$ cat src/board_bus_pkg.sv
`default_nettype none

package board_bus_pkg;

    // bus widths
    typedef logic [63:0] addr_t;
    typedef logic [63:0] dword_t;
    // one ram word or one plic register
    typedef logic [31:0] word_t;
    // plic priority and threshold
    typedef logic [2:0]  prio_t;

    // load/store type as the core encodes it
    typedef enum logic [2:0] {
        LS_B  = 3'b000,
        LS_H  = 3'b001,
        LS_W  = 3'b010,
        LS_D  = 3'b011,
        LS_BU = 3'b100,
        LS_HU = 3'b101,
        LS_WU = 3'b110
    } ls_type_t;

    // decoded target of one bus access
    typedef enum logic [3:0] {
        REG_NONE,
        REG_RAM,
        REG_PLIC_PRIORITY,
        REG_PLIC_PENDING,
        REG_PLIC_ENABLE,
        REG_PLIC_THRESHOLD,
        REG_PLIC_CLAIM,
        REG_MTIME,
        REG_MTIMECMP
    } region_t;

    // request held by the core until done rises
    typedef struct packed {
        addr_t    addr;
        dword_t   wdata;
        ls_type_t ls_type;
    } bus_req_t;

    // address map
    parameter word_t RAM_BASE      = 32'h0000_1000;
    parameter word_t PLIC_BASE     = 32'h0C00_0000;
    parameter word_t MTIME_ADDR    = 32'h0200_BFF8;
    parameter word_t MTIMECMP_ADDR = 32'h0200_4000;

    parameter int DEFAULT_RAM_WORDS   = 1024;
    parameter int DEFAULT_NUM_SOURCES = 5;

endpackage

`default_nettype wire

$ cat src/machine_timer.sv
`timescale 1ns/1ns
`default_nettype none

module machine_timer import board_bus_pkg::*; (
    input  logic   CLOCK_50,
    input  logic   KEY0,
    input  logic   cmp_wr,
    input  dword_t wdata,
    output dword_t mtime,
    output dword_t mtimecmp,
    output logic   timer_irq
);

    // free running, one tick per clock
    always_ff @(posedge CLOCK_50 or negedge KEY0) begin
        if (!KEY0) begin
            mtime <= '0;
        end else begin
            mtime <= mtime + 64'd1;
        end
    end

    // all ones keeps the irq quiet after reset
    always_ff @(posedge CLOCK_50 or negedge KEY0) begin
        if (!KEY0) begin
            mtimecmp <= '1;
        end else if (cmp_wr) begin
            mtimecmp <= wdata;
        end
    end

    // level, holds until mtimecmp moves up
    assign timer_irq = mtime >= mtimecmp;

endmodule

`default_nettype wire

$ cat config.mk
export PLATFORM = sky130hd
export DESIGN_NAME = machine_timer
export DESIGN_NICKNAME = d
export VERILOG_FILES = /design/src/board_bus_pkg.sv /design/src/machine_timer.sv
export SDC_FILE = /design/constraint.sdc
export NUM_CORES = 1
export LEC_CHECK = 0
export BUFFER_PORTS_ARGS = -buffer_cell sky130_fd_sc_hd__buf_2
export CORE_UTILIZATION = 28
export DETAILED_ROUTE_END_ITERATION = 12
export GPL_TIMING_DRIVEN = 0
export PLACE_DENSITY = 0.49
export RECOVER_POWER = 25
export SLEW_MARGIN = 30
export SYNTH_ARGS = -nofsm -noshare
export SYNTH_HDL_FRONTEND = slang
export SYNTH_SLANG_ARGS = --single-unit
$ cat constraint.sdc
create_clock -name CLOCK_50 -period 3 [get_ports CLOCK_50]
set_clock_uncertainty 0.2 [all_clocks]
set_input_delay 0.6 -clock CLOCK_50 [delete_from_list [all_inputs] [get_ports CLOCK_50]]
set_output_delay 0.6 -clock CLOCK_50 [all_outputs]
set_load 0.005 [all_outputs]
==> run summary <==
outcome: complete, but fails checks
violations in the final reports: capacitance limit, setup timing
HPWL after DPL: 14600 µm
logic gate share of total power: 10.2%
Worst Hold Margin: 180 ps
violation count after the first detailed-route iteration: 269
slew at the pin with the worst max-slew slack: 1490 ps
post-synthesis xor/xnor area fraction: 8.05%
global router's overall resource usage: 16.4%
part of the total power dissipated in sequential elements: 44.0%
cell taking the most area after synthesis: dfstp_2
data arrival time at the worst-slack endpoint: 2690 ps
setup slack on the worst flop-to-flop path: 30 ps
starting density of the core: 28.7%
Num CTS Buffers: 17
first-pass detailed-route iteration total: 4
total cell area at the placement stage: 8150 µm²
Post-Synth Adder-Cell Area: 12.1%
Internal Pwr Total: 3.27 mW
synthesized instance count: 675
placer congestion estimate: 0.755
count of nets left with antenna violations after detail routing: 0
worst hold path cell count: 3
clk buf depth: 2
unrepaired setup endpoints after global routing: yes
Worst Reg2Reg Path Length in Cells: 6
final max-slew violation count: 0
multi-input combinational cell area: 3360 µm²
post-route core utilization: 38.1%
number of warnings reported in the yosys synthesis log: 0
post-route minimum period: 3490 ps
headroom to the max-slew limit: 0.704%
DR vias: 5591
Worst Hold Endpoint: mtimecmp[8]$_DFFE_PN1P_
type of the worst setup path: flip-flop to primary output
wire length of the first global-routing pass: 30800 µm
depth of the CTS H-tree: 4
count of clock tree sinks: 128
mux share of post-synthesis cell area: 0.167%
Die W: 157 µm
final worst setup slack: -491 ps
wire length after detailed routing: 19400 µm
final non-filler cell area: 8960 µm²
Net Count, Synth: 807
setup violators final: 1
switching component of the power: 1.06 mW
fraction of registers with async set or reset after synthesis: 100%
Synth cell types: 43
leading cell types by count after synthesis: 96 x nand2_1, 71 x o21ai_0, 69 x inv_1
Total Die Area: 24700 µm²
ratio of final minimum period to clock period: 116%
height of the die: 157 µm
DP Worst Slack: -828 ps
area of the mapped netlist: 6750 µm²
cell chain of the critical path: inv_2 -> ha_4 -> a21oi_2 -> nand2_1 -> a221o_1 -> o31a_1 -> a2111oi_4 -> o21ai_1 -> buf_2
DR DRC count: 0
endpoint of the worst-slack reg-to-reg timing path: mtime[62]$_DFF_PN0_
Core Region: 23500 µm²
Worst-path clk slew: 60 ps
net switching fraction of the power: 24.5%
fraction of final layout cells sized beyond drive strength 1: 37.0%
nets@finish: 1026
cell at the root of the clock tree: clkbuf_16
P&R area growth vs syn: 32.8%
routed len/inst: 15.8 µm
Lkg Pwr: 4.54 nW
Post-synth EDFFs: 0
Remaining Overflow, GRT: 0
insertion delay of the later-clocked pin in the worst-skew pair: 420 ps
CP peak stage delay: 530 ps
filler cell count: 2429
via count of the first global-routing pass: 5453
port bufs: 194
Seq cells post-synth: 128
number of primary I/O pins: 196
most instantiated library cell after synthesis: nand2_1
leading post-synthesis cells by cell area: dfstp_2 25%, dfrtp_1 24%, ha_1 12%
kind of launch point of the worst setup path: flip-flop
areal power density over the cells: 483 nW/µm²
slowest stage cell on the critical path: dfstp_2
antenna violations before repair: 2
area fraction of the dominant cell type after synthesis: 24.9%
storage element area: 3280 µm²
number of violations of the max-capacitance limit: 1
TritonCTS clock tree: built
maximum clock frequency: 0.286 GHz
total count of hold-check failures in the final report: 0
Max FO, Critical Path: 3
worst hold path class: input pin to flip-flop
worst hold start: wdata[8]
clock share of power: 45.7%
startpoint of the worst register-to-register path: mtime[5]$_DFF_PN0_
combinational family with the most area after synthesis: simple AND/OR/NAND/NOR gates
sequential-to-total area share from yosys stat: 48.7%
pin count of the biggest net entering global routing: 73
count of standard-cell rows: 56
Critical Path RT: 2200 ps
area fraction in compound gates after synthesis: 9.61%
Peak supply drop: 0.308 mV
Synth Area in Simple Gates: 16.6%
post-DR vias/cell: 4.56
average cell area after synthesis: 9.99 µm²
top_reg_cell synth: dfstp_2
critical path capture point type: primary output
==> metrics by stage <==
| stage | power, mW | std cells | setup TNS, ps |
|---|---|---|---|
| 2_1_floorplan | 2.11 | 675 | 0 |
| 4_1_cts | 4.41 | 1225 | -501 |
| 3_5_place_dp | 2.35 | 1189 | -913 |
| 6_report | 4.33 | 1227 | -491 |
| 5_1_grt | 4.55 | 1225 | -1580 |
| 3_3_place_gp | 2.34 | 1188 | -52670 |
==> critical path: cells and delay by family (launching register included) <==
family          cells  cell delay (ps)
flops               1              530
simple gates        1               70
buf+inv             2              190
compound gates      5             1230
fa+ha+maj           1              240
==> how the worst max path moves through the flow <==
stage	to	startpoint	depth (start not counted)	slack (ps)
floorplan	timer_irq	mtimecmp[14]$_DFFE_PN1P_	8	160
global placement	mtime[44]$_DFF_PN0_	KEY0	1	-810
detailed placement	timer_irq	mtimecmp[5]$_DFFE_PN1P_	9	-830
CTS	timer_irq	mtimecmp[14]$_DFFE_PN1P_	9	-500
global route	timer_irq	mtimecmp[14]$_DFFE_PN1P_	9	-640
finish	timer_irq	mtimecmp[14]$_DFFE_PN1P_	9	-490
==> per-layer routing <==
metal	vias up	GRT usage, %	routed length (µm)	part of all wire [%]
met4	0	4.02	227	1.2
met5	-	0	0	0
met3	18	5.15	1220	6.3
met1	2636	22.5	9340	48
li1	2773	-	-	-
met2	164	24.8	8610	44
==> cell usage in the layout (no fill, tap or decap), types with 7 or more instances in the layout <==
master,instances
inv_1,60
inv_2,9
a21oi_1,19
nand4_1,29
ha_1,54
clkbuf_1,16
nor2_1,11
ha_4,10
nand3_1,37
xor2_1,17
a21o_1,13
xnor2_1,45
nor3_1,12
dfrtp_1,63
nand2_1,95
o21ai_0,67
dfstp_2,64
and3_1,7
clkbuf_16,17
buf_2,194
==> kinds of logic (layout without fill, tap and decap cells) <==
kind of cell               Yosys count  in the layout
buffers and inverters               85            316
DFF                                128            128
adders and majority gates           65             65
AOI/OAI and AO/OA                  116            116
and+or+nand+nor                    218            218
muxes                                1              1
xor gates and xnor gates            62             62
other                                0              2
==> layout make-up <==
type	count	share of cell area [%]
antenna	2	0.0559
buffer	16	0.768
clock buffer	25	5.53
clock inverter	6	0.684
inverter	69	2.89
multi-input combinational	462	37.5
sequential	128	36.7
tap	319	4.46
timing repair buffer	200	11.4
==> flip-flops by register name, summed over array words and instances, names as in the netlist <==
name,flops
mtime,64
mtimecmp,64
==> what timing repair did <==
action / CTS / global route
gates resized for setup: 44 / 3
pin swaps: 18 / 2
endpoints found under the hold margin: 30 / 0
hold buffers: 1 / 0
endpoints found under the setup margin: 4 / 14
setup buffers: 4 / 0
==> power groups by stage <==
stage / clock network [mW] / logic, mW / registers, mW
2_1_floorplan: 0 / 0.175 / 1.94
3_3_place_gp: 0 / 0.414 / 1.93
3_5_place_dp: 0 / 0.423 / 1.93
4_1_cts: 2.05 / 0.460 / 1.91
5_1_grt: 2.12 / 0.514 / 1.92
6_report: 1.98 / 0.443 / 1.90
No activity file was read; power rests on OpenSTA's default activity.
