==> src/board_bus_pkg.sv <==
`default_nettype none

package board_bus_pkg;

    // bus widths
    typedef logic [63:0] addr_t;
    typedef logic [63:0] dword_t;
    // one ram word or one plic register
    typedef logic [31:0] word_t;
    // plic priority and threshold
    typedef logic [2:0]  prio_t;

    // load/store type as the core encodes it
    typedef enum logic [2:0] {
        LS_B  = 3'b000,
        LS_H  = 3'b001,
        LS_W  = 3'b010,
        LS_D  = 3'b011,
        LS_BU = 3'b100,
        LS_HU = 3'b101,
        LS_WU = 3'b110
    } ls_type_t;

    // decoded target of one bus access
    typedef enum logic [3:0] {
        REG_NONE,
        REG_RAM,
        REG_PLIC_PRIORITY,
        REG_PLIC_PENDING,
        REG_PLIC_ENABLE,
        REG_PLIC_THRESHOLD,
        REG_PLIC_CLAIM,
        REG_MTIME,
        REG_MTIMECMP
    } region_t;

    // request held by the core until done rises
    typedef struct packed {
        addr_t    addr;
        dword_t   wdata;
        ls_type_t ls_type;
    } bus_req_t;

    // address map
    parameter word_t RAM_BASE      = 32'h0000_1000;
    parameter word_t PLIC_BASE     = 32'h0C00_0000;
    parameter word_t MTIME_ADDR    = 32'h0200_BFF8;
    parameter word_t MTIMECMP_ADDR = 32'h0200_4000;

    parameter int DEFAULT_RAM_WORDS   = 1024;
    parameter int DEFAULT_NUM_SOURCES = 5;

endpackage

`default_nettype wire

==> src/addr_decoder.sv <==
`timescale 1ns/1ns
`default_nettype none

module addr_decoder import board_bus_pkg::*; #(
    parameter int RAM_WORDS   = DEFAULT_RAM_WORDS,
    parameter int NUM_SOURCES = DEFAULT_NUM_SOURCES
) (
    input  addr_t   addr,
    output region_t region,
    output addr_t   offset
);
    // ram window in bytes
    localparam addr_t RAM_LO  = addr_t'(RAM_BASE);
    localparam addr_t RAM_HI  = RAM_LO + addr_t'(RAM_WORDS) * 4;
    // plic register bases
    localparam addr_t PLIC_LO = addr_t'(PLIC_BASE);
    localparam addr_t PRIO_HI = PLIC_LO + addr_t'(NUM_SOURCES + 1) * 4;
    localparam addr_t PEND    = PLIC_LO + 64'h1000;
    localparam addr_t ENA     = PLIC_LO + 64'h2000;
    localparam addr_t THR     = PLIC_LO + 64'h20_0000;
    localparam addr_t CLM     = THR + 64'h4;

    always_comb begin
        region = REG_NONE;
        offset = '0;
        if (addr >= RAM_LO && addr < RAM_HI) begin
            region = REG_RAM;
            offset = addr - RAM_LO;
        end else if (addr >= PLIC_LO && addr < PRIO_HI) begin
            // ids past NUM_SOURCES fall out of range
            region = REG_PLIC_PRIORITY;
            offset = addr - PLIC_LO;
        end else if (addr == PEND) begin
            region = REG_PLIC_PENDING;
        end else if (addr == ENA || addr == ENA + 64'h80) begin
            // bit 0 carries the context
            region    = REG_PLIC_ENABLE;
            offset[0] = addr != ENA;
        end else if (addr == THR || addr == THR + 64'h1000) begin
            region    = REG_PLIC_THRESHOLD;
            offset[0] = addr != THR;
        end else if (addr == CLM || addr == CLM + 64'h1000) begin
            region    = REG_PLIC_CLAIM;
            offset[0] = addr != CLM;
        end else if (addr == addr_t'(MTIME_ADDR)) begin
            region = REG_MTIME;
        end else if (addr == addr_t'(MTIMECMP_ADDR)) begin
            region = REG_MTIMECMP;
        end
    end

endmodule

`default_nettype wire

==> config.mk <==
export PLATFORM = sky130hd
export DESIGN_NAME = addr_decoder
export DESIGN_NICKNAME = d
export VERILOG_FILES = /design/src/board_bus_pkg.sv /design/src/addr_decoder.sv
export SDC_FILE = /design/constraint.sdc
export NUM_CORES = 1
export LEC_CHECK = 0
export BUFFER_PORTS_ARGS = -buffer_cell sky130_fd_sc_hd__buf_2
export CORE_MARGIN = 8
export CORE_UTILIZATION = 33
export DETAILED_ROUTE_END_ITERATION = 6
export PLACE_DENSITY = 0.77
export SYNTH_ARGS = -nofsm -noshare
export SYNTH_HDL_FRONTEND = slang
export SYNTH_SLANG_ARGS = --single-unit
==> constraint.sdc <==
create_clock -name vclk -period 2.4
set_clock_uncertainty 0.2 [all_clocks]
set_input_delay 0.24 -clock vclk [all_inputs]
set_output_delay 0.24 -clock vclk [all_outputs]
set_load 0.1 [all_outputs]
==> results.sh, run 1 <==
export IMPL_syn_area_um2=1222
export IMPL_synth_compound_area_frac=0.2108
export IMPL_ys_seq_area_frac=0
export IMPL_syn_nets=251
export IMPL_io_buffers=132
export IMPL_stop_stage="detailed placement"
export IMPL_ys_types=42
export IMPL_toolErrorMsg="[ERROR DPL-0038] Utilization greater than 100%, impossible to legalize"
export IMPL_status="stopped before the end"
export IMPL_muxShareOfSynthArea=0.1750
export IMPL_synth_top_cells_by_area="mux2_2 (18%), o21ai_0 (9.4%), ha_1 (8.2%), nor4_1 (6.7%), and2_1 (6.1%)"
export IMPL_synth_top_area_frac=0.1750
export IMPL_ioPinCount=132
export IMPL_synthAdderAreaFrac=0.08188
export IMPL_synth_top_family_by_area="simple AND/OR/NAND/NOR gates"
export IMPL_initial_utilization=0.3390
export IMPL_syn_area_per_cell_um2=6.829
export IMPL_synthCells=179
export IMPL_synth_top_cell_by_area="mux2_2"
export IMPL_synth_xor_area_share=0.007165
export IMPL_synthSimpleGateAreaFrac=0.4565
export IMPL_dieHeight_um=76.87
export IMPL_die_x_um=76.87
export IMPL_rows=22
export IMPL_place_gp_congestion=0.8931
export IMPL_ys_warn_count=0
## through the flow
stage	hold slack (ns)	worst slack, ns	TNS, ns	cells	cell area, µm²
floorplan	0.4971	-0.8729	-37.29	179	1600
global placement	0.6813	-0.3551	-19.39	428	3877
## cells in the mapped netlist (all sizes together), types with 2 or more instances
master / count
nand3: 11
a21oi: 2
o21ai: 24
and2: 12
nor4: 14
nand2: 10
nor3: 17
o22ai: 2
clkbuf: 4
a21boi: 2
buf: 7
inv: 7
and4: 3
mux2: 19
nand4: 5
nor2: 15
ha: 8
## kinds of logic after synthesis
| family | count (synthesis) |
|---|---|
| simple gates | 93 |
| buf+inv | 18 |
| compound gates | 40 |
| mux | 19 |
| xor+xnor | 1 |
| fa+ha+maj | 8 |
==> run 2: changes to the inputs <==
- CORE_UTILIZATION: 33 -> 30
- PLACE_DENSITY: 0.77 -> unset
- PLACE_DENSITY_LB_ADDON: unset -> 0.15
- clock period: 2.4 -> 3.1 ns (I/O delays scaled with it)
==> results.sh, run 2 <==
export IMPL_ys_seq_area_frac=0
export IMPL_start_kind="input pin"
export IMPL_drive_above_1_share=0.7273
export IMPL_route_vias_total=2077
export IMPL_maxSlewHeadroom=0.6519
export IMPL_cap_violations=0
export IMPL_final_cell_mix="buf_12 (70), buf_2 (65), mux2_2 (19)"
export IMPL_synthCells=179
export IMPL_totalWireLength_um=7027
export IMPL_synth_top_area_frac=0.1750
export IMPL_hpwl_um=5848
export IMPL_syn_area_um2=1222
export IMPL_synthSimpleGateAreaFrac=0.4565
export IMPL_regArea_um2=0
export IMPL_area_growth_pct=179.6
export IMPL_fillCellCount=215
export IMPL_dieHeight_um=79.84
export IMPL_worstSetupPathType="input pin to output port"
export IMPL_critPathMaxFanout=18
export IMPL_worst_pin_slew_ns=0.5216
export IMPL_finalSetupViolCount=0
export IMPL_ioPinCount=132
export IMPL_drc=0
export IMPL_placedInstanceArea_um2=3364
export IMPL_fmax_mhz=329.7
export IMPL_synth_most_common_cell="o21ai_0"
export IMPL_syn_nets=251
export IMPL_hold_buffers=0
export IMPL_overflow=0
export IMPL_seq_cells=0
export IMPL_cp_required_ns=2.59
export IMPL_muxShareOfSynthArea=0.1750
export IMPL_synth_common_cells="o21ai_0 (23), mux2_2 (19), nor3_1 (15), nor2_1 (14), nor4_1 (13)"
export IMPL_p_per_area_nw_per_um2=30.05
export IMPL_fin_area_um2=3418
export IMPL_clkbuf_count=0
export IMPL_synth_top_family_by_area="simple AND/OR/NAND/NOR gates"
export IMPL_synth_xor_area_share=0.007165
export IMPL_place_gp_congestion=0.9072
export IMPL_viasPerCell=5.629
export IMPL_dp_cells=367
export IMPL_hold_path_class="input pin to output port"
export IMPL_io_buffers=132
export IMPL_grt_pass1_vias=2128
export IMPL_drtAntennaViolNets=0
export IMPL_antenna_cells=0
export IMPL_post_layout_nonfiller_instances=369
export IMPL_synth_top_cells_by_area="mux2_2 (18%), o21ai_0 (9.4%), ha_1 (8.2%), nor4_1 (6.7%), and2_1 (6.1%)"
export IMPL_drtIter0Drc=134
export IMPL_ys_types=42
export IMPL_final_common_cell="buf_12"
export IMPL_arrival_ns=2.52
export IMPL_die_x_um=79.84
export IMPL_ys_warn_count=0
export IMPL_core_um2=3971
export IMPL_drt_pass1_iterations=4
export IMPL_finalCriticalPeriod_ns=3.033
export IMPL_initial_utilization=0.3078
export IMPL_syn_area_per_cell_um2=6.829
export IMPL_status="complete, no violations"
export IMPL_avgRoutedWirePerCell_um=19.04
export IMPL_period_share=0.9783
export IMPL_peakVddDrop_mv=0.04812
export IMPL_grt_pass1_wl_um=10520
export IMPL_synthAdderAreaFrac=0.08188
export IMPL_gr_usage_all_layers=0.1960
export IMPL_drv_slew=0
export IMPL_leakage_nw=1.504
export IMPL_endpoint_kind="output port"
export IMPL_synth_compound_area_frac=0.2108
export IMPL_rsz0062_at_grt="true"
export IMPL_antenna_found_initial=0
export IMPL_die_area_um2=6374
export IMPL_synth_top_cell_by_area="mux2_2"
export IMPL_final_hold_viol_count=0
export IMPL_grt_start_max_net_pins=19
export IMPL_nNetsFinal=393
export IMPL_rows=23
[run 2: cell counts after synthesis]
No cell type changed its count.
[run 2: area by class of cell]
type / instances / area [µm²] / share of cell area
tap: 50 / 62.56 / 0.01830
inverter: 7 / 26.28 / 0.007687
timing repair buffer: 151 / 1847 / 0.5403
multi-input combinational: 161 / 1483 / 0.4337
[run 2: where the power goes]
part	switching, mW	internal, mW	total [mW]
combinational	0.0566	0.0461	0.103
sequential	0	0	0
clock	0	0	0
[run 2: repair_timing]
item                                    4_1_cts  5_1_grt
pin swaps                                     0        1
buffers inserted                              0        2
hold endpoints to repair                      0        0
endpoints found under the setup margin       13       50
gates resized for setup                       1        3
[run 2: path summary, 6_finish.rpt]
path,from,slack [ns],depth (start not counted),endpoint
max,addr[30],0.07,9,offset[59]
min,addr[10],0.83,3,offset[10]
[run 2: per-layer routing]
layer	vias up	GRT usage	routed length [µm]
li1	973	-	-
met1	939	0.2069	2319
met2	146	0.3773	3627
met3	19	0.05293	935
met4	0	0.03455	145
met5	-	0	0
[run 2: cells by family (layout without fill, tap and decap cells)]
group	Yosys count	after routing
fa+ha+maj	8	8
xor+xnor	1	1
compound gates	40	40
mux	19	19
simple gates	93	93
buf+inv	18	158
[run 2: critical path: stages]
cell	delay (ns)
buf_2	0.10
or4_4	0.59
nand4b_4	0.22
nor3_4	0.30
o311a_2	0.36
o211ai_2	0.14
buf_12	0.20
o21ai_2	0.10
buf_12	0.20
[run 2: metrics by stage]
stage / utilization / setup TNS, ns / worst slack [ns] / hold slack, ns / power [mW]
floorplan: - / -5.916 / -0.3131 / 0.6371 / 0.03558
global placement: 0.8472 / 0 / 0.1335 / 0.8217 / 0.09418
detailed placement: 0.8472 / -0.1913 / -0.02552 / 0.8211 / 0.09760
CTS: 0.8488 / 0 / 0.01948 / 0.8212 / 0.09851
global route: 0.8607 / -0.3858 / -0.03885 / 0.8400 / 0.1111
finish: 0.8607 / 0 / 0.06730 / 0.8258 / 0.1027
Power figures use the tool's default switching activity.
