<file path="config.mk">
export PLATFORM = sky130hd
export DESIGN_NAME = bus_fsm
export DESIGN_NICKNAME = d
export VERILOG_FILES = /design/src/board_bus_pkg.sv /design/src/bus_fsm.sv
export SDC_FILE = /design/constraint.sdc
export NUM_CORES = 1
export LEC_CHECK = 0
export BUFFER_PORTS_ARGS = -buffer_cell sky130_fd_sc_hd__clkbuf_2
export CAP_MARGIN = 20
export CORE_AREA = 2 2 170 172
export CTS_CLUSTER_SIZE = 10
export DETAILED_ROUTE_END_ITERATION = 6
export DIE_AREA = 0 0 172 174
export RECOVER_POWER = 25
export SLEW_MARGIN = 20
export SYNTH_ARGS = -nofsm -noshare
export SYNTH_HDL_FRONTEND = slang
export SYNTH_SLANG_ARGS = --single-unit
</file>
<file path="constraint.sdc">
create_clock -name CLOCK_50 -period 2.9 [get_ports CLOCK_50]
set_clock_uncertainty 0.15 [all_clocks]
set_input_delay 0.58 -clock CLOCK_50 [delete_from_list [all_inputs] [get_ports CLOCK_50]]
set_output_delay 0.58 -clock CLOCK_50 [all_outputs]
set_load 0.005 [all_outputs]
</file>
<file path="src/board_bus_pkg.sv">
`default_nettype none

package board_bus_pkg;

    // bus widths
    typedef logic [63:0] addr_t;
    typedef logic [63:0] dword_t;
    // one ram word or one plic register
    typedef logic [31:0] word_t;
    // plic priority and threshold
    typedef logic [2:0]  prio_t;

    // load/store type as the core encodes it
    typedef enum logic [2:0] {
        LS_B  = 3'b000,
        LS_H  = 3'b001,
        LS_W  = 3'b010,
        LS_D  = 3'b011,
        LS_BU = 3'b100,
        LS_HU = 3'b101,
        LS_WU = 3'b110
    } ls_type_t;

    // decoded target of one bus access
    typedef enum logic [3:0] {
        REG_NONE,
        REG_RAM,
        REG_PLIC_PRIORITY,
        REG_PLIC_PENDING,
        REG_PLIC_ENABLE,
        REG_PLIC_THRESHOLD,
        REG_PLIC_CLAIM,
        REG_MTIME,
        REG_MTIMECMP
    } region_t;

    // request held by the core until done rises
    typedef struct packed {
        addr_t    addr;
        dword_t   wdata;
        ls_type_t ls_type;
    } bus_req_t;

    // address map
    parameter word_t RAM_BASE      = 32'h0000_1000;
    parameter word_t PLIC_BASE     = 32'h0C00_0000;
    parameter word_t MTIME_ADDR    = 32'h0200_BFF8;
    parameter word_t MTIMECMP_ADDR = 32'h0200_4000;

    parameter int DEFAULT_RAM_WORDS   = 1024;
    parameter int DEFAULT_NUM_SOURCES = 5;

endpackage

`default_nettype wire

</file>
<file path="src/bus_fsm.sv">
`timescale 1ns/1ns
`default_nettype none

module bus_fsm import board_bus_pkg::*; (
    input  logic     CLOCK_50,
    input  logic     KEY0,
    input  logic     read_enable,
    input  logic     write_enable,
    input  bus_req_t req,
    input  region_t  region,
    input  dword_t   ram_data,
    input  word_t    plic_data,
    input  dword_t   mtime,
    input  dword_t   mtimecmp,
    output logic     read_done,
    output logic     write_done,
    output dword_t   read_data,
    output logic     ram_rd_beat,
    output logic     ram_wr_beat,
    output logic     beat,
    output logic     plic_wr,
    output logic     plic_claim,
    output logic     cmp_wr
);
    typedef enum logic [1:0] {
        ST_IDLE,
        ST_ACCESS,
        ST_SECOND
    } state_t;

    state_t  state;
    // region, direction and size latched at the enable edge
    region_t region_q;
    logic    is_read;
    logic    is_dword;
    logic    busy;
    dword_t  sel_data;

    assign busy = state != ST_IDLE;
    // second beat moves the ram index one word up
    assign beat = state == ST_SECOND;

    // strobes only while a beat is live
    assign ram_rd_beat = busy && is_read && region_q == REG_RAM;
    assign ram_wr_beat = busy && !is_read && region_q == REG_RAM;
    assign plic_wr     = state == ST_ACCESS && !is_read
                         && (region_q == REG_PLIC_PRIORITY
                             || region_q == REG_PLIC_ENABLE
                             || region_q == REG_PLIC_THRESHOLD);
    // a claim read pops the pending bit
    assign plic_claim  = state == ST_ACCESS && is_read && region_q == REG_PLIC_CLAIM;
    assign cmp_wr      = state == ST_ACCESS && !is_read && region_q == REG_MTIMECMP;

    // single beat read value, zero extended
    always_comb begin
        case (region_q)
            REG_RAM:            sel_data = ram_data;
            REG_PLIC_PRIORITY,
            REG_PLIC_PENDING,
            REG_PLIC_ENABLE,
            REG_PLIC_THRESHOLD,
            REG_PLIC_CLAIM:     sel_data = {32'd0, plic_data};
            REG_MTIME:          sel_data = mtime;
            REG_MTIMECMP:       sel_data = mtimecmp;
            default:            sel_data = '0;
        endcase
    end

    always_ff @(posedge CLOCK_50 or negedge KEY0) begin
        if (!KEY0) begin
            state      <= ST_IDLE;
            region_q   <= REG_NONE;
            is_read    <= 1'b0;
            is_dword   <= 1'b0;
            read_done  <= 1'b1;
            write_done <= 1'b1;
            read_data  <= '0;
        end else begin
            case (state)
                ST_IDLE: begin
                    // pulses while busy never reach here
                    if (read_enable || write_enable) begin
                        state      <= ST_ACCESS;
                        region_q   <= region;
                        is_read    <= read_enable;
                        is_dword   <= req.ls_type == LS_D && region == REG_RAM;
                        read_done  <= !read_enable;
                        write_done <= !write_enable;
                    end
                end
                ST_ACCESS: begin
                    if (is_dword) begin
                        // low word first
                        state <= ST_SECOND;
                        if (is_read) begin
                            read_data[31:0] <= ram_data[31:0];
                        end
                    end else begin
                        state      <= ST_IDLE;
                        read_done  <= 1'b1;
                        write_done <= 1'b1;
                        if (is_read) begin
                            read_data <= sel_data;
                        end
                    end
                end
                ST_SECOND: begin
                    state      <= ST_IDLE;
                    read_done  <= 1'b1;
                    write_done <= 1'b1;
                    if (is_read) begin
                        read_data[63:32] <= ram_data[31:0];
                    end
                end
                default: state <= ST_IDLE;
            endcase
        end
    end

endmodule

`default_nettype wire

</file>
==> results.json, run 1 <==
{
  "r2r_end": "read_data[15]$_DFFE_PN0P_",
  "rsz0062_at_grt": "false",
  "hp-class": "input port to async pin",
  "routedWlPerCell_um": 20.1,
  "synthTopCellsByArea": "dfrtp_1 32%, a22o_1 9.8%, a21oi_1 7.0%",
  "status": "complete, no violations",
  "cts_resized": 0,
  "ys.warnings.count": 0,
  "grt_max_degree": 40,
  "fp.dieH_um": 174,
  "avgSynthCellArea_um2": 8.52,
  "drt_iter0_markers": 437,
  "start_util_pct": 20.2,
  "via_per_inst": 4.97,
  "drc": 0,
  "hold_viol": 0,
  "diodes": 0,
  "critical_path.max_stage_delay_ps": 420,
  "crit_family": "adder cells",
  "drive_above_1_share_pct": 40.8,
  "postSynth.asyncResetShare_pct": 100,
  "clkTransAtPathRegs_ps": 60,
  "die_area_um2": 29900,
  "synth_top_cell_by_area": "dfrtp_1",
  "p_leak_nw": 3.73,
  "core_area_um2": 28200,
  "worstSetupPathType": "flip-flop to primary output",
  "critPathLaunchType": "flip-flop",
  "std_cell_rows": 62,
  "max_slew_margin_pct": 10.4,
  "cts_tree": "done",
  "power.density_nw_per_um2": 1100,
  "ant_nets": 0,
  "utilization_pct": 28.4,
  "reg2reg_depth": 7,
  "synth_edf_count": 0,
  "tightestPinTransition_ps": 1340,
  "postCtsSetupBuffers": 0,
  "pin_count": 435,
  "setup_violations": 0,
  "syn_to_final_growth_pct": 40.7,
  "ys_seq_area_share_pct": 32.5,
  "synth_top_area_share_pct": 31.6,
  "drt-total-wl_um": 26900,
  "finalCritPeriodShare_pct": 87.7,
  "peakVddDrop_mv": 0.439,
  "cpMaxStageDelayCell": "ha_1",
  "r2r_slack_ps": 630,
  "maxCapViolations": 0,
  "die_x_um": 172,
  "grt_pass1_wl_um": 39600,
  "drt_pass1_iterations": 5,
  "ctsHoldBuffers": 0,
  "cp_cell_sequence": "inv_1 > ha_1 > nand2_1 > nor3_1 > clkbuf_2",
  "arrival_ps": 1810,
  "antenna_found_initial": 1,
  "numCtsBuffers": 9,
  "synth_ff_type": "dfrtp_1",
  "syn_inst": 669,
  "maxClockFrequency_ghz": 0.393,
  "worstSkewPairLatency_ps": 340,
  "ys_types": 40,
  "fin_setup_tns_ps": 0,
  "crit_buf_inv": 2,
  "cp_max_fo": 8,
  "clockBufferDepth": 2,
  "place_congestion": 0.791,
  "synth_seq_cells": 74,
  "endpoint_kind": "primary output",
  "htree_num_levels": 3,
  "numClockSinks": 74,
  "vias": 6648,
  "nNetsFinal": 1316,
  "syn-cell-area_um2": 5700,
  "syn_nets": 1036,
  "required_ps": 2170,
  "io_buffers": 306,
  "dpl.hpwl_um": 20700,
  "grt_pass1_vias": 6544,
  "finalCriticalPeriod_ps": 2540,
  "r2r-start": "state[1]$_DFFE_PN0N_",
  "grt_overflow": 0,
  "track_usage_pct": 17.6,
  "clockRootBuffer": "clkbuf_16",
  "slew_viol_final": 0
}
state kept, by name, indices dropped and copies added (netlist names):
name        flops
is_dword        1
state           2
read_data      64
region_q        4
read_done       1
is_read         1
write_done      1
stage by stage:
stage               instances  total power (W)  area (um2)  worst slack (ps)  hold WS [ps]
floorplan                 669          0.00559        5700               828           134
global placement         1321          0.00746        7700               508           400
detailed placement       1322          0.00764        7730               640           404
CTS                      1338          0.00887        8030               344          91.6
global route             1338          0.00952        8020               152           333
finish                   1338          0.00879        8020               356           301
Yosys cell counts, types with 14 or more instances:
library cell	number
a21o_1	14
nand2_1	53
o21ai_0	34
a21oi_1	80
dfrtp_1	72
buf_2	26
and2_1	35
a22oi_1	50
nor2_1	24
a22o_1	64
clkbuf_1	30
o22ai_1	15
a32oi_1	14
a211oi_1	28
and3_1	32
worst register-to-register path, stage by stage (launching register included):
cell and delay, ps:
dfrtp_1 410, inv_1 110, ha_1 420, and2_2 520
buf_12 240, nand2_1 100, a21oi_1 130, a21oi_1 80
cell type report:
class                      instances  area, um2
clock buffer                      12        256
tap                              384        480
fill                            3139      20200
inverter                           3       11.3
sequential                        74       1850
timing repair buffer             341       1840
clock inverter                     4       50.0
multi-input combinational        520       3530
worst max-delay path by stage:
stage / startpoint / end / slack [ps] / depth (start not counted)
after detailed placement: region_q[2]$_DFFE_PN0P_ / read_data[40]$_DFFE_PN0P_ / 640 / 5
after CTS: region_q[1]$_DFFE_PN0P_ / ram_rd_beat / 340 / 4
after floorplan: region_q[1]$_DFFE_PN0P_ / ram_rd_beat / 830 / 5
after global routing: KEY0 / region_q[1]$_DFFE_PN0P_ / 150 / 2
final: state[1]$_DFFE_PN0N_ / plic_claim / 360 / 5
after global placement: state[1]$_DFFE_PN0N_ / read_data[50]$_DFFE_PN0P_ / 510 / 5
power by group:
part / total [W] / internal, W / leakage [nW] / switching, W
clock network: 0.00119 / 0.000714 / 0.145 / 0.000480
logic: 0.00569 / 0.00247 / 2.67 / 0.00322
registers: 0.00190 / 0.00155 / 0.915 / 0.000351
total: 0.00879 / 0.00474 / 3.73 / 0.00405
cells in the final DEF, fill, tap and decap left out, types with 2 or more instances in the layout:
cell type / instances
a22o_1: 64
inv_1: 3
and2_1: 32
buf_4: 29
a21o_1: 14
a211oi_2: 4
a32oi_1: 14
and3_1: 32
nand2_1: 53
clkinvlp_4: 2
a21boi_1: 9
clkbuf_16: 9
a21oi_1: 80
nor2b_1: 4
a21boi_0: 9
dfstp_2: 2
a221oi_1: 8
clkbuf_2: 306
nand2b_1: 5
dfrtp_1: 72
mux2_2: 7
ha_1: 4
nor3_1: 3
a221oi_2: 9
a211oi_1: 28
and2_2: 3
clkbuf_8: 2
nor2_1: 23
nor4b_1: 2
a22oi_1: 50
o21ai_0: 34
clkbuf_1: 3
buf_12: 3
o22ai_1: 15
kinds of logic after synthesis:
| logic type | count (synthesis) | share of synthesized area, % |
|---|---|---|
| simple gates | 164 | 14.9 |
| mux | 9 | 1.73 |
| flops | 74 | 32.5 |
| fa+ha+maj | 4 | 0.878 |
| compound gates | 343 | 43.4 |
| buf+inv | 75 | 6.56 |
layer usage:
metal / part of all wire [%] / track usage, % / vias up / wire [um]
met5: 0 / 0 / - / 0
met4: 2.6 / 6.23 / 0 / 703
met3: 5.2 / 2.28 / 34 / 1390
met2: 47 / 28.4 / 261 / 12500
met1: 46 / 24.0 / 3211 / 12300
li1: - / - / 3142 / -
Power figures use the tool's default switching activity.
==> run 2: changes to the inputs <==
--- a/config.mk
+++ b/config.mk
@@ -8,6 +8,7 @@
 export BUFFER_PORTS_ARGS = -buffer_cell sky130_fd_sc_hd__clkbuf_2
 export CAP_MARGIN = 20
 export CORE_AREA = 2 2 170 172
+export CTS_BUF_LIST = sky130_fd_sc_hd__clkbuf_8
 export CTS_CLUSTER_SIZE = 10
 export DETAILED_ROUTE_END_ITERATION = 6
 export DIE_AREA = 0 0 172 174
==> run 2 against run 1 <==
  * Total power decreased by 3.6%
  * Sequential share of layout area grew 0.30 points
  * Via count is essentially flat
  * Fmax fell by 0.93%
  * Sequential power about the same
  * First-iteration DRC count down 5.9%
  * Largest cell class unchanged
  * Worst setup slack lost 24 ps
  * Flip-flop and latch count unchanged
  * Highest routed layer unchanged
==> results.json, run 2 (synthesis results as in run 1) <==
{
  "drt-total-wl_um": 26900,
  "max_slew_margin_pct": 10.7,
  "largest_reg_flops": 64,
  "tightestPinTransition_ps": 1340,
  "drt_iter0_markers": 411,
  "core_area_um2": 28200,
  "track_usage_pct": 17.6,
  "clockRootBuffer": "clkbuf_8",
  "die_x_um": 172,
  "critPathLaunchType": "flip-flop",
  "setup_violations": 0,
  "dpl.hpwl_um": 20700,
  "p_leak_nw": 3.69,
  "finalCritPeriodShare_pct": 88.5,
  "final_cell_mix": "306 x clkbuf_2, 80 x a21oi_1, 72 x dfrtp_1, 64 x a22o_1, 53 x nand2_1",
  "clockBufferDepth": 2,
  "postCtsSetupBuffers": 0,
  "postPlaceCellArea_um2": 7730,
  "syn_to_final_growth_pct": 39.0,
  "grt_overflow": 0,
  "clkTransAtPathRegs_ps": 100,
  "antenna_found_initial": 1,
  "worstSkewPairLatency_ps": 370,
  "die_area_um2": 29900,
  "ctsHoldBuffers": 0,
  "final_area_um2": 7920,
  "required_ps": 2170,
  "endpoint_kind": "primary output",
  "nNetsFinal": 1316,
  "hp-class": "input port to async pin",
  "largest-register": "read_data",
  "grt_max_degree": 40,
  "std_cell_rows": 62,
  "rsz0062_at_grt": "false",
  "r2r_slack_ps": 620,
  "place_inst": 1322,
  "grt_pass1_wl_um": 39600,
  "drive_above_1_share_pct": 40.8,
  "reg_top3": "read_data: 64 flops, region_q: 4 flops, state: 2 flops",
  "arrival_ps": 1840,
  "status": "complete, no violations",
  "htree_num_levels": 3,
  "routedWlPerCell_um": 20.1,
  "finalNonFillerCells": 1338,
  "start_util_pct": 20.2,
  "io_buffers": 306,
  "pin_count": 435,
  "reg2reg_depth": 7,
  "drc": 0,
  "holdWs_ps": 260,
  "ant_nets": 0,
  "cts_tree": "done",
  "cts_resized": 0,
  "hold_viol": 0,
  "via_per_inst": 4.97,
  "numClockSinks": 74,
  "power.density_nw_per_um2": 1070,
  "grt_pass1_vias": 6545,
  "fp.dieH_um": 174,
  "peakVddDrop_mv": 0.438,
  "worstSetupPathType": "flip-flop to primary output",
  "maxClockFrequency_ghz": 0.389,
  "slew_viol_final": 0,
  "finalCriticalPeriod_ps": 2570,
  "numCtsBuffers": 9,
  "vias": 6654,
  "r2r_end": "read_data[15]$_DFFE_PN0P_",
  "fin_setup_tns_ps": 0,
  "r2r-start": "state[1]$_DFFE_PN0N_",
  "maxCapViolations": 0,
  "diodes": 0,
  "final_common_cell": "clkbuf_2",
  "cp_max_fo": 16,
  "nFillCells": 3153,
  "drt_pass1_iterations": 5,
  "place_congestion": 0.791
}
[run 2: cell count changes in the layout (fill, tap and decap cells not counted), sizes merged]
cell / before / now
inv: 3 / 4
clkbuf: 320 / 319
[run 2: critical path, stage by stage (launching register included)]
cell,delay (ps)
dfrtp_1,500
nor2_4,460
nand2_1,150
nor3_1,200
clkbuf_2,170
[run 2: how the worst max path moves through the flow]
| stage | start | end | cells past startpoint |
|---|---|---|---|
| floorplan | region_q[1]$_DFFE_PN0P_ | ram_rd_beat | 5 |
| global placement | state[1]$_DFFE_PN0N_ | read_data[50]$_DFFE_PN0P_ | 5 |
| detailed placement | region_q[2]$_DFFE_PN0P_ | read_data[40]$_DFFE_PN0P_ | 5 |
| CTS | region_q[1]$_DFFE_PN0P_ | ram_rd_beat | 4 |
| global route | state[1]$_DFFE_PN0N_ | plic_claim | 5 |
| finish | region_q[1]$_DFFE_PN0P_ | ram_rd_beat | 4 |
[run 2: layer usage]
layer | track usage (%) | vias to the layer above | wire [um] | share of wire (%)
met5 | 0 | - | 0 | 0
met4 | 5.50 | 0 | 654 | 2.4
met3 | 2.62 | 34 | 1500 | 5.6
met2 | 28.4 | 260 | 12500 | 46
met1 | 24.0 | 3222 | 12300 | 46
li1 | - | 3138 | - | -
[run 2: cell type report]
type,count,area (um2),area share (%)
Tap cell,384,480,6.07
Timing Repair Buffer,341,1840,23.3
Multi-Input combinational cell,520,3530,44.5
Clock inverter,5,53.8,0.679
Clock buffer,11,151,1.91
Inverter,3,11.3,0.142
Sequential cell,74,1850,23.4
[run 2: power by group]
part	internal [W]	leakage [nW]	switching (W)	total, W
logic	0.00247	2.67	0.00321	0.00568
clock network	0.000441	0.103	0.000450	0.000891
registers	0.00155	0.915	0.000351	0.00190
total	0.00446	3.69	0.00401	0.00847
[run 2: metrics by stage]
step / total power (W) / utilization [%] / setup WS, ps
3_3_place_gp: 0.00746 / 27.3 / 508
5_1_grt: 0.00921 / 28.1 / 175
3_5_place_dp: 0.00764 / 27.4 / 640
4_1_cts: 0.00856 / 28.1 / 303
2_1_floorplan: 0.00559 / - / 828
6_report: 0.00847 / 28.1 / 333
==> run 3: changes to the inputs <==
--- a/config.mk
+++ b/config.mk
@@ -5,13 +5,13 @@
 export SDC_FILE = /design/constraint.sdc
 export NUM_CORES = 1
 export LEC_CHECK = 0
+export ABC_AREA = 1
 export BUFFER_PORTS_ARGS = -buffer_cell sky130_fd_sc_hd__clkbuf_2
 export CAP_MARGIN = 20
-export CORE_AREA = 2 2 170 172
-export CTS_BUF_LIST = sky130_fd_sc_hd__clkbuf_8
+export CORE_AREA = 2 2 168 170
 export CTS_CLUSTER_SIZE = 10
 export DETAILED_ROUTE_END_ITERATION = 6
-export DIE_AREA = 0 0 172 174
+export DIE_AREA = 0 0 170 172
 export RECOVER_POWER = 25
 export SLEW_MARGIN = 20
 export SYNTH_ARGS = -nofsm -noshare
==> run 3 against run 2 <==
  * The run now ends with max-capacitance violations, max-slew violations left
  * Via count shrank 0.50%
  * Synthesized area shrank 8.5%
  * Combinational power shrank 19%
  * Fmax shrank 0.67%
  * First-iteration DRC count shrank 21%
  * Clock-buffer cell count grew 1
  * Clock power grew 39%
  * Flip-flop and latch count is the same
  * Worst setup slack lost 17 ps
  * Sequential share of layout area grew 1.4 points
  * Largest power group unchanged
==> results.json, run 3 <==
{
  "postSynth.asyncResetShare_pct": 100,
  "place_inst": 1393,
  "required_ps": 2170,
  "ys.warnings.count": 0,
  "worstSkewPairLatency_ps": 340,
  "holdPathEnd": "region_q[1]$_DFFE_PN0P_",
  "slew_viol_final": 32,
  "synth_top_cell_by_area": "dfrtp_1",
  "synth_edf_count": 0,
  "cts_tree": "done",
  "drt-total-wl_um": 24600,
  "highest_layer": "met5",
  "final_common_cell": "clkbuf_2",
  "maxCapViolations": 1,
  "avgSynthCellArea_um2": 6.62,
  "seqCellArea_um2": 1860,
  "die_area_um2": 29200,
  "syn_to_final_growth_pct": 43.7,
  "max_slew_margin_pct": -35.6,
  "place_congestion": 0.827,
  "finalCritPeriodShare_pct": 89.1,
  "reg2reg_depth": 8,
  "endpoint_kind": "primary output",
  "drt_pass1_iterations": 4,
  "dr_wl_met2_um": 12100,
  "finalNonFillerCells": 1410,
  "clockBufferDepth": 2,
  "antenna_found_initial": 1,
  "status": "finished, violations left",
  "worst_slack_ps": 315,
  "p_leak_nw": 3.76,
  "hp-class": "input port to flip-flop",
  "power_w": 0.00777,
  "drt_iter0_markers": 323,
  "pin_count": 435,
  "power.density_nw_per_um2": 1040,
  "routedWlPerCell_um": 17.5,
  "synthTopCellsByArea": "dfrtp_1 35%, nand3_1 19%, a21oi_1 15%",
  "min_from": "region[1]",
  "postCtsSetupBuffers": 0,
  "clockRootBuffer": "clkbuf_16",
  "drive_above_1_share_pct": 33.2,
  "met1_length_um": 10200,
  "numClockSinks": 74,
  "worstSetupPathType": "flip-flop to primary output",
  "clkTransAtPathRegs_ps": 60,
  "track_usage_pct": 16.2,
  "rsz0062_at_grt": "false",
  "grt_pass1_vias": 6189,
  "grt_pass1_wl_um": 35700,
  "peakVddDrop_mv": 0.373,
  "ctsHoldBuffers": 0,
  "arrival_ps": 1850,
  "tightestPinTransition_ps": 2030,
  "syn_nets": 1155,
  "dpl.hpwl_um": 18300,
  "yosysMostFrequentCell": "nand3_1",
  "grt_overflow": 0,
  "critPathLaunchType": "flip-flop",
  "cp_max_fo": 16,
  "io_buffers": 306,
  "reg_top3": "read_data: 64 flops, region_q: 4 flops, state: 2 flops",
  "synth_ff_type": "dfrtp_1",
  "fin_setup_tns_ps": 0,
  "start_util_pct": 19.0,
  "ant_nets": 0,
  "ys_seq_area_share_pct": 35.5,
  "largest-register": "read_data",
  "synth_common_cells": "195 x nand3_1, 161 x a21oi_1, 119 x nand2_1",
  "syn_inst": 788,
  "dr_wl_met3_um": 1730,
  "ys_types": 20,
  "drc": 0,
  "largest_reg_flops": 64,
  "vias": 6621,
  "std_cell_rows": 61,
  "grt_max_degree": 66,
  "htree_num_levels": 3,
  "cts_resized": 0,
  "core_area_um2": 27500,
  "syn-cell-area_um2": 5220,
  "r2r_end": "read_data[14]$_DFFE_PN0P_",
  "die_x_um": 170,
  "finalCriticalPeriod_ps": 2580,
  "synth_seq_cells": 74,
  "nNetsFinal": 1425,
  "r2r_slack_ps": 640,
  "multi_input_area_um2": 2940,
  "maxClockFrequency_ghz": 0.387,
  "numCtsBuffers": 9,
  "final_cell_mix": "305 x clkbuf_2, 193 x nand3_1, 161 x a21oi_1, 117 x nand2_1, 71 x dfrtp_1",
  "setup_violations": 0,
  "hold_viol": 0,
  "min_path_cells": 3,
  "nFillCells": 3088,
  "fp.dieH_um": 172,
  "pre_cts_ws_ps": 621,
  "r2r-start": "region_q[1]$_DFFE_PN0P_",
  "via_per_inst": 4.70,
  "holdWs_ps": 312,
  "violations": "max-capacitance violations, max-slew violations",
  "synth_top_area_share_pct": 34.5
}
-- run 3: area by class of cell --
class | count | share of cell area (%)
multi-input cells | 601 | 39.2
flip-flops and latches | 74 | 24.8
repair buffers | 326 | 23.6
well taps | 346 | 5.78
clock buffers | 12 | 3.29
inverters | 46 | 2.30
clock inverters | 4 | 1.02
diodes | 1 | 0.0334
-- run 3: how the worst max path moves through the flow --
| stage | depth (start not counted) | slack (ps) | start | end |
|---|---|---|---|---|
| global placement | 7 | 670 | state[1]$_DFFE_PN0N_ | read_data[24]$_DFFE_PN0P_ |
| finish | 5 | 320 | state[1]$_DFFE_PN0N_ | plic_claim |
| floorplan | 5 | 960 | state[1]$_DFFE_PN0N_ | plic_claim |
| detailed placement | 7 | 620 | state[1]$_DFFE_PN0N_ | read_data[19]$_DFFE_PN0P_ |
| global route | 5 | 180 | state[1]$_DFFE_PN0N_ | plic_claim |
| CTS | 5 | 270 | state[1]$_DFFE_PN0N_ | plic_claim |
-- run 3: critical path, cell delays in order, from the launching register on --
cell      delay, ps
dfrtp_1         410
inv_1            90
ha_1            220
nand2_2         280
nor3_1          350
clkbuf_2        170
-- run 3: where the power goes --
group / leakage, nW / internal, W / switching, W
sequential: 0.870 / 0.00160 / 0.000343
clock: 0.153 / 0.000782 / 0.000459
combinational: 2.74 / 0.00166 / 0.00293
-- run 3: metal layers --
metal / vias up / GRT usage (%)
met3: 31 / 4.12
met1: 3077 / 19.1
met2: 284 / 28.8
met4: 2 / 5.39
li1: 3227 / -
met5: - / 0
-- run 3: logic make-up (layout without fill, tap and decap cells) --
| kind of cell | after synthesis | after routing | synth area share, % |
|---|---|---|---|
| DFF | 74 | 74 | 35.5 |
| adders and majority gates | 4 | 4 | 0.960 |
| other | 0 | 1 | 0 |
| and+or+nand+nor | 394 | 394 | 33.4 |
| buffers and inverters | 113 | 388 | 9.02 |
| AOI/OAI and AO/OA | 203 | 203 | 21.1 |
-- run 3: through the flow --
step / cell area (um2) / utilization [%]
CTS: 7490 / 27.3
global route: 7490 / 27.3
global placement: 7170 / 26.1
finish: 7490 / 27.3
floorplan: 5220 / -
detailed placement: 7170 / 26.1
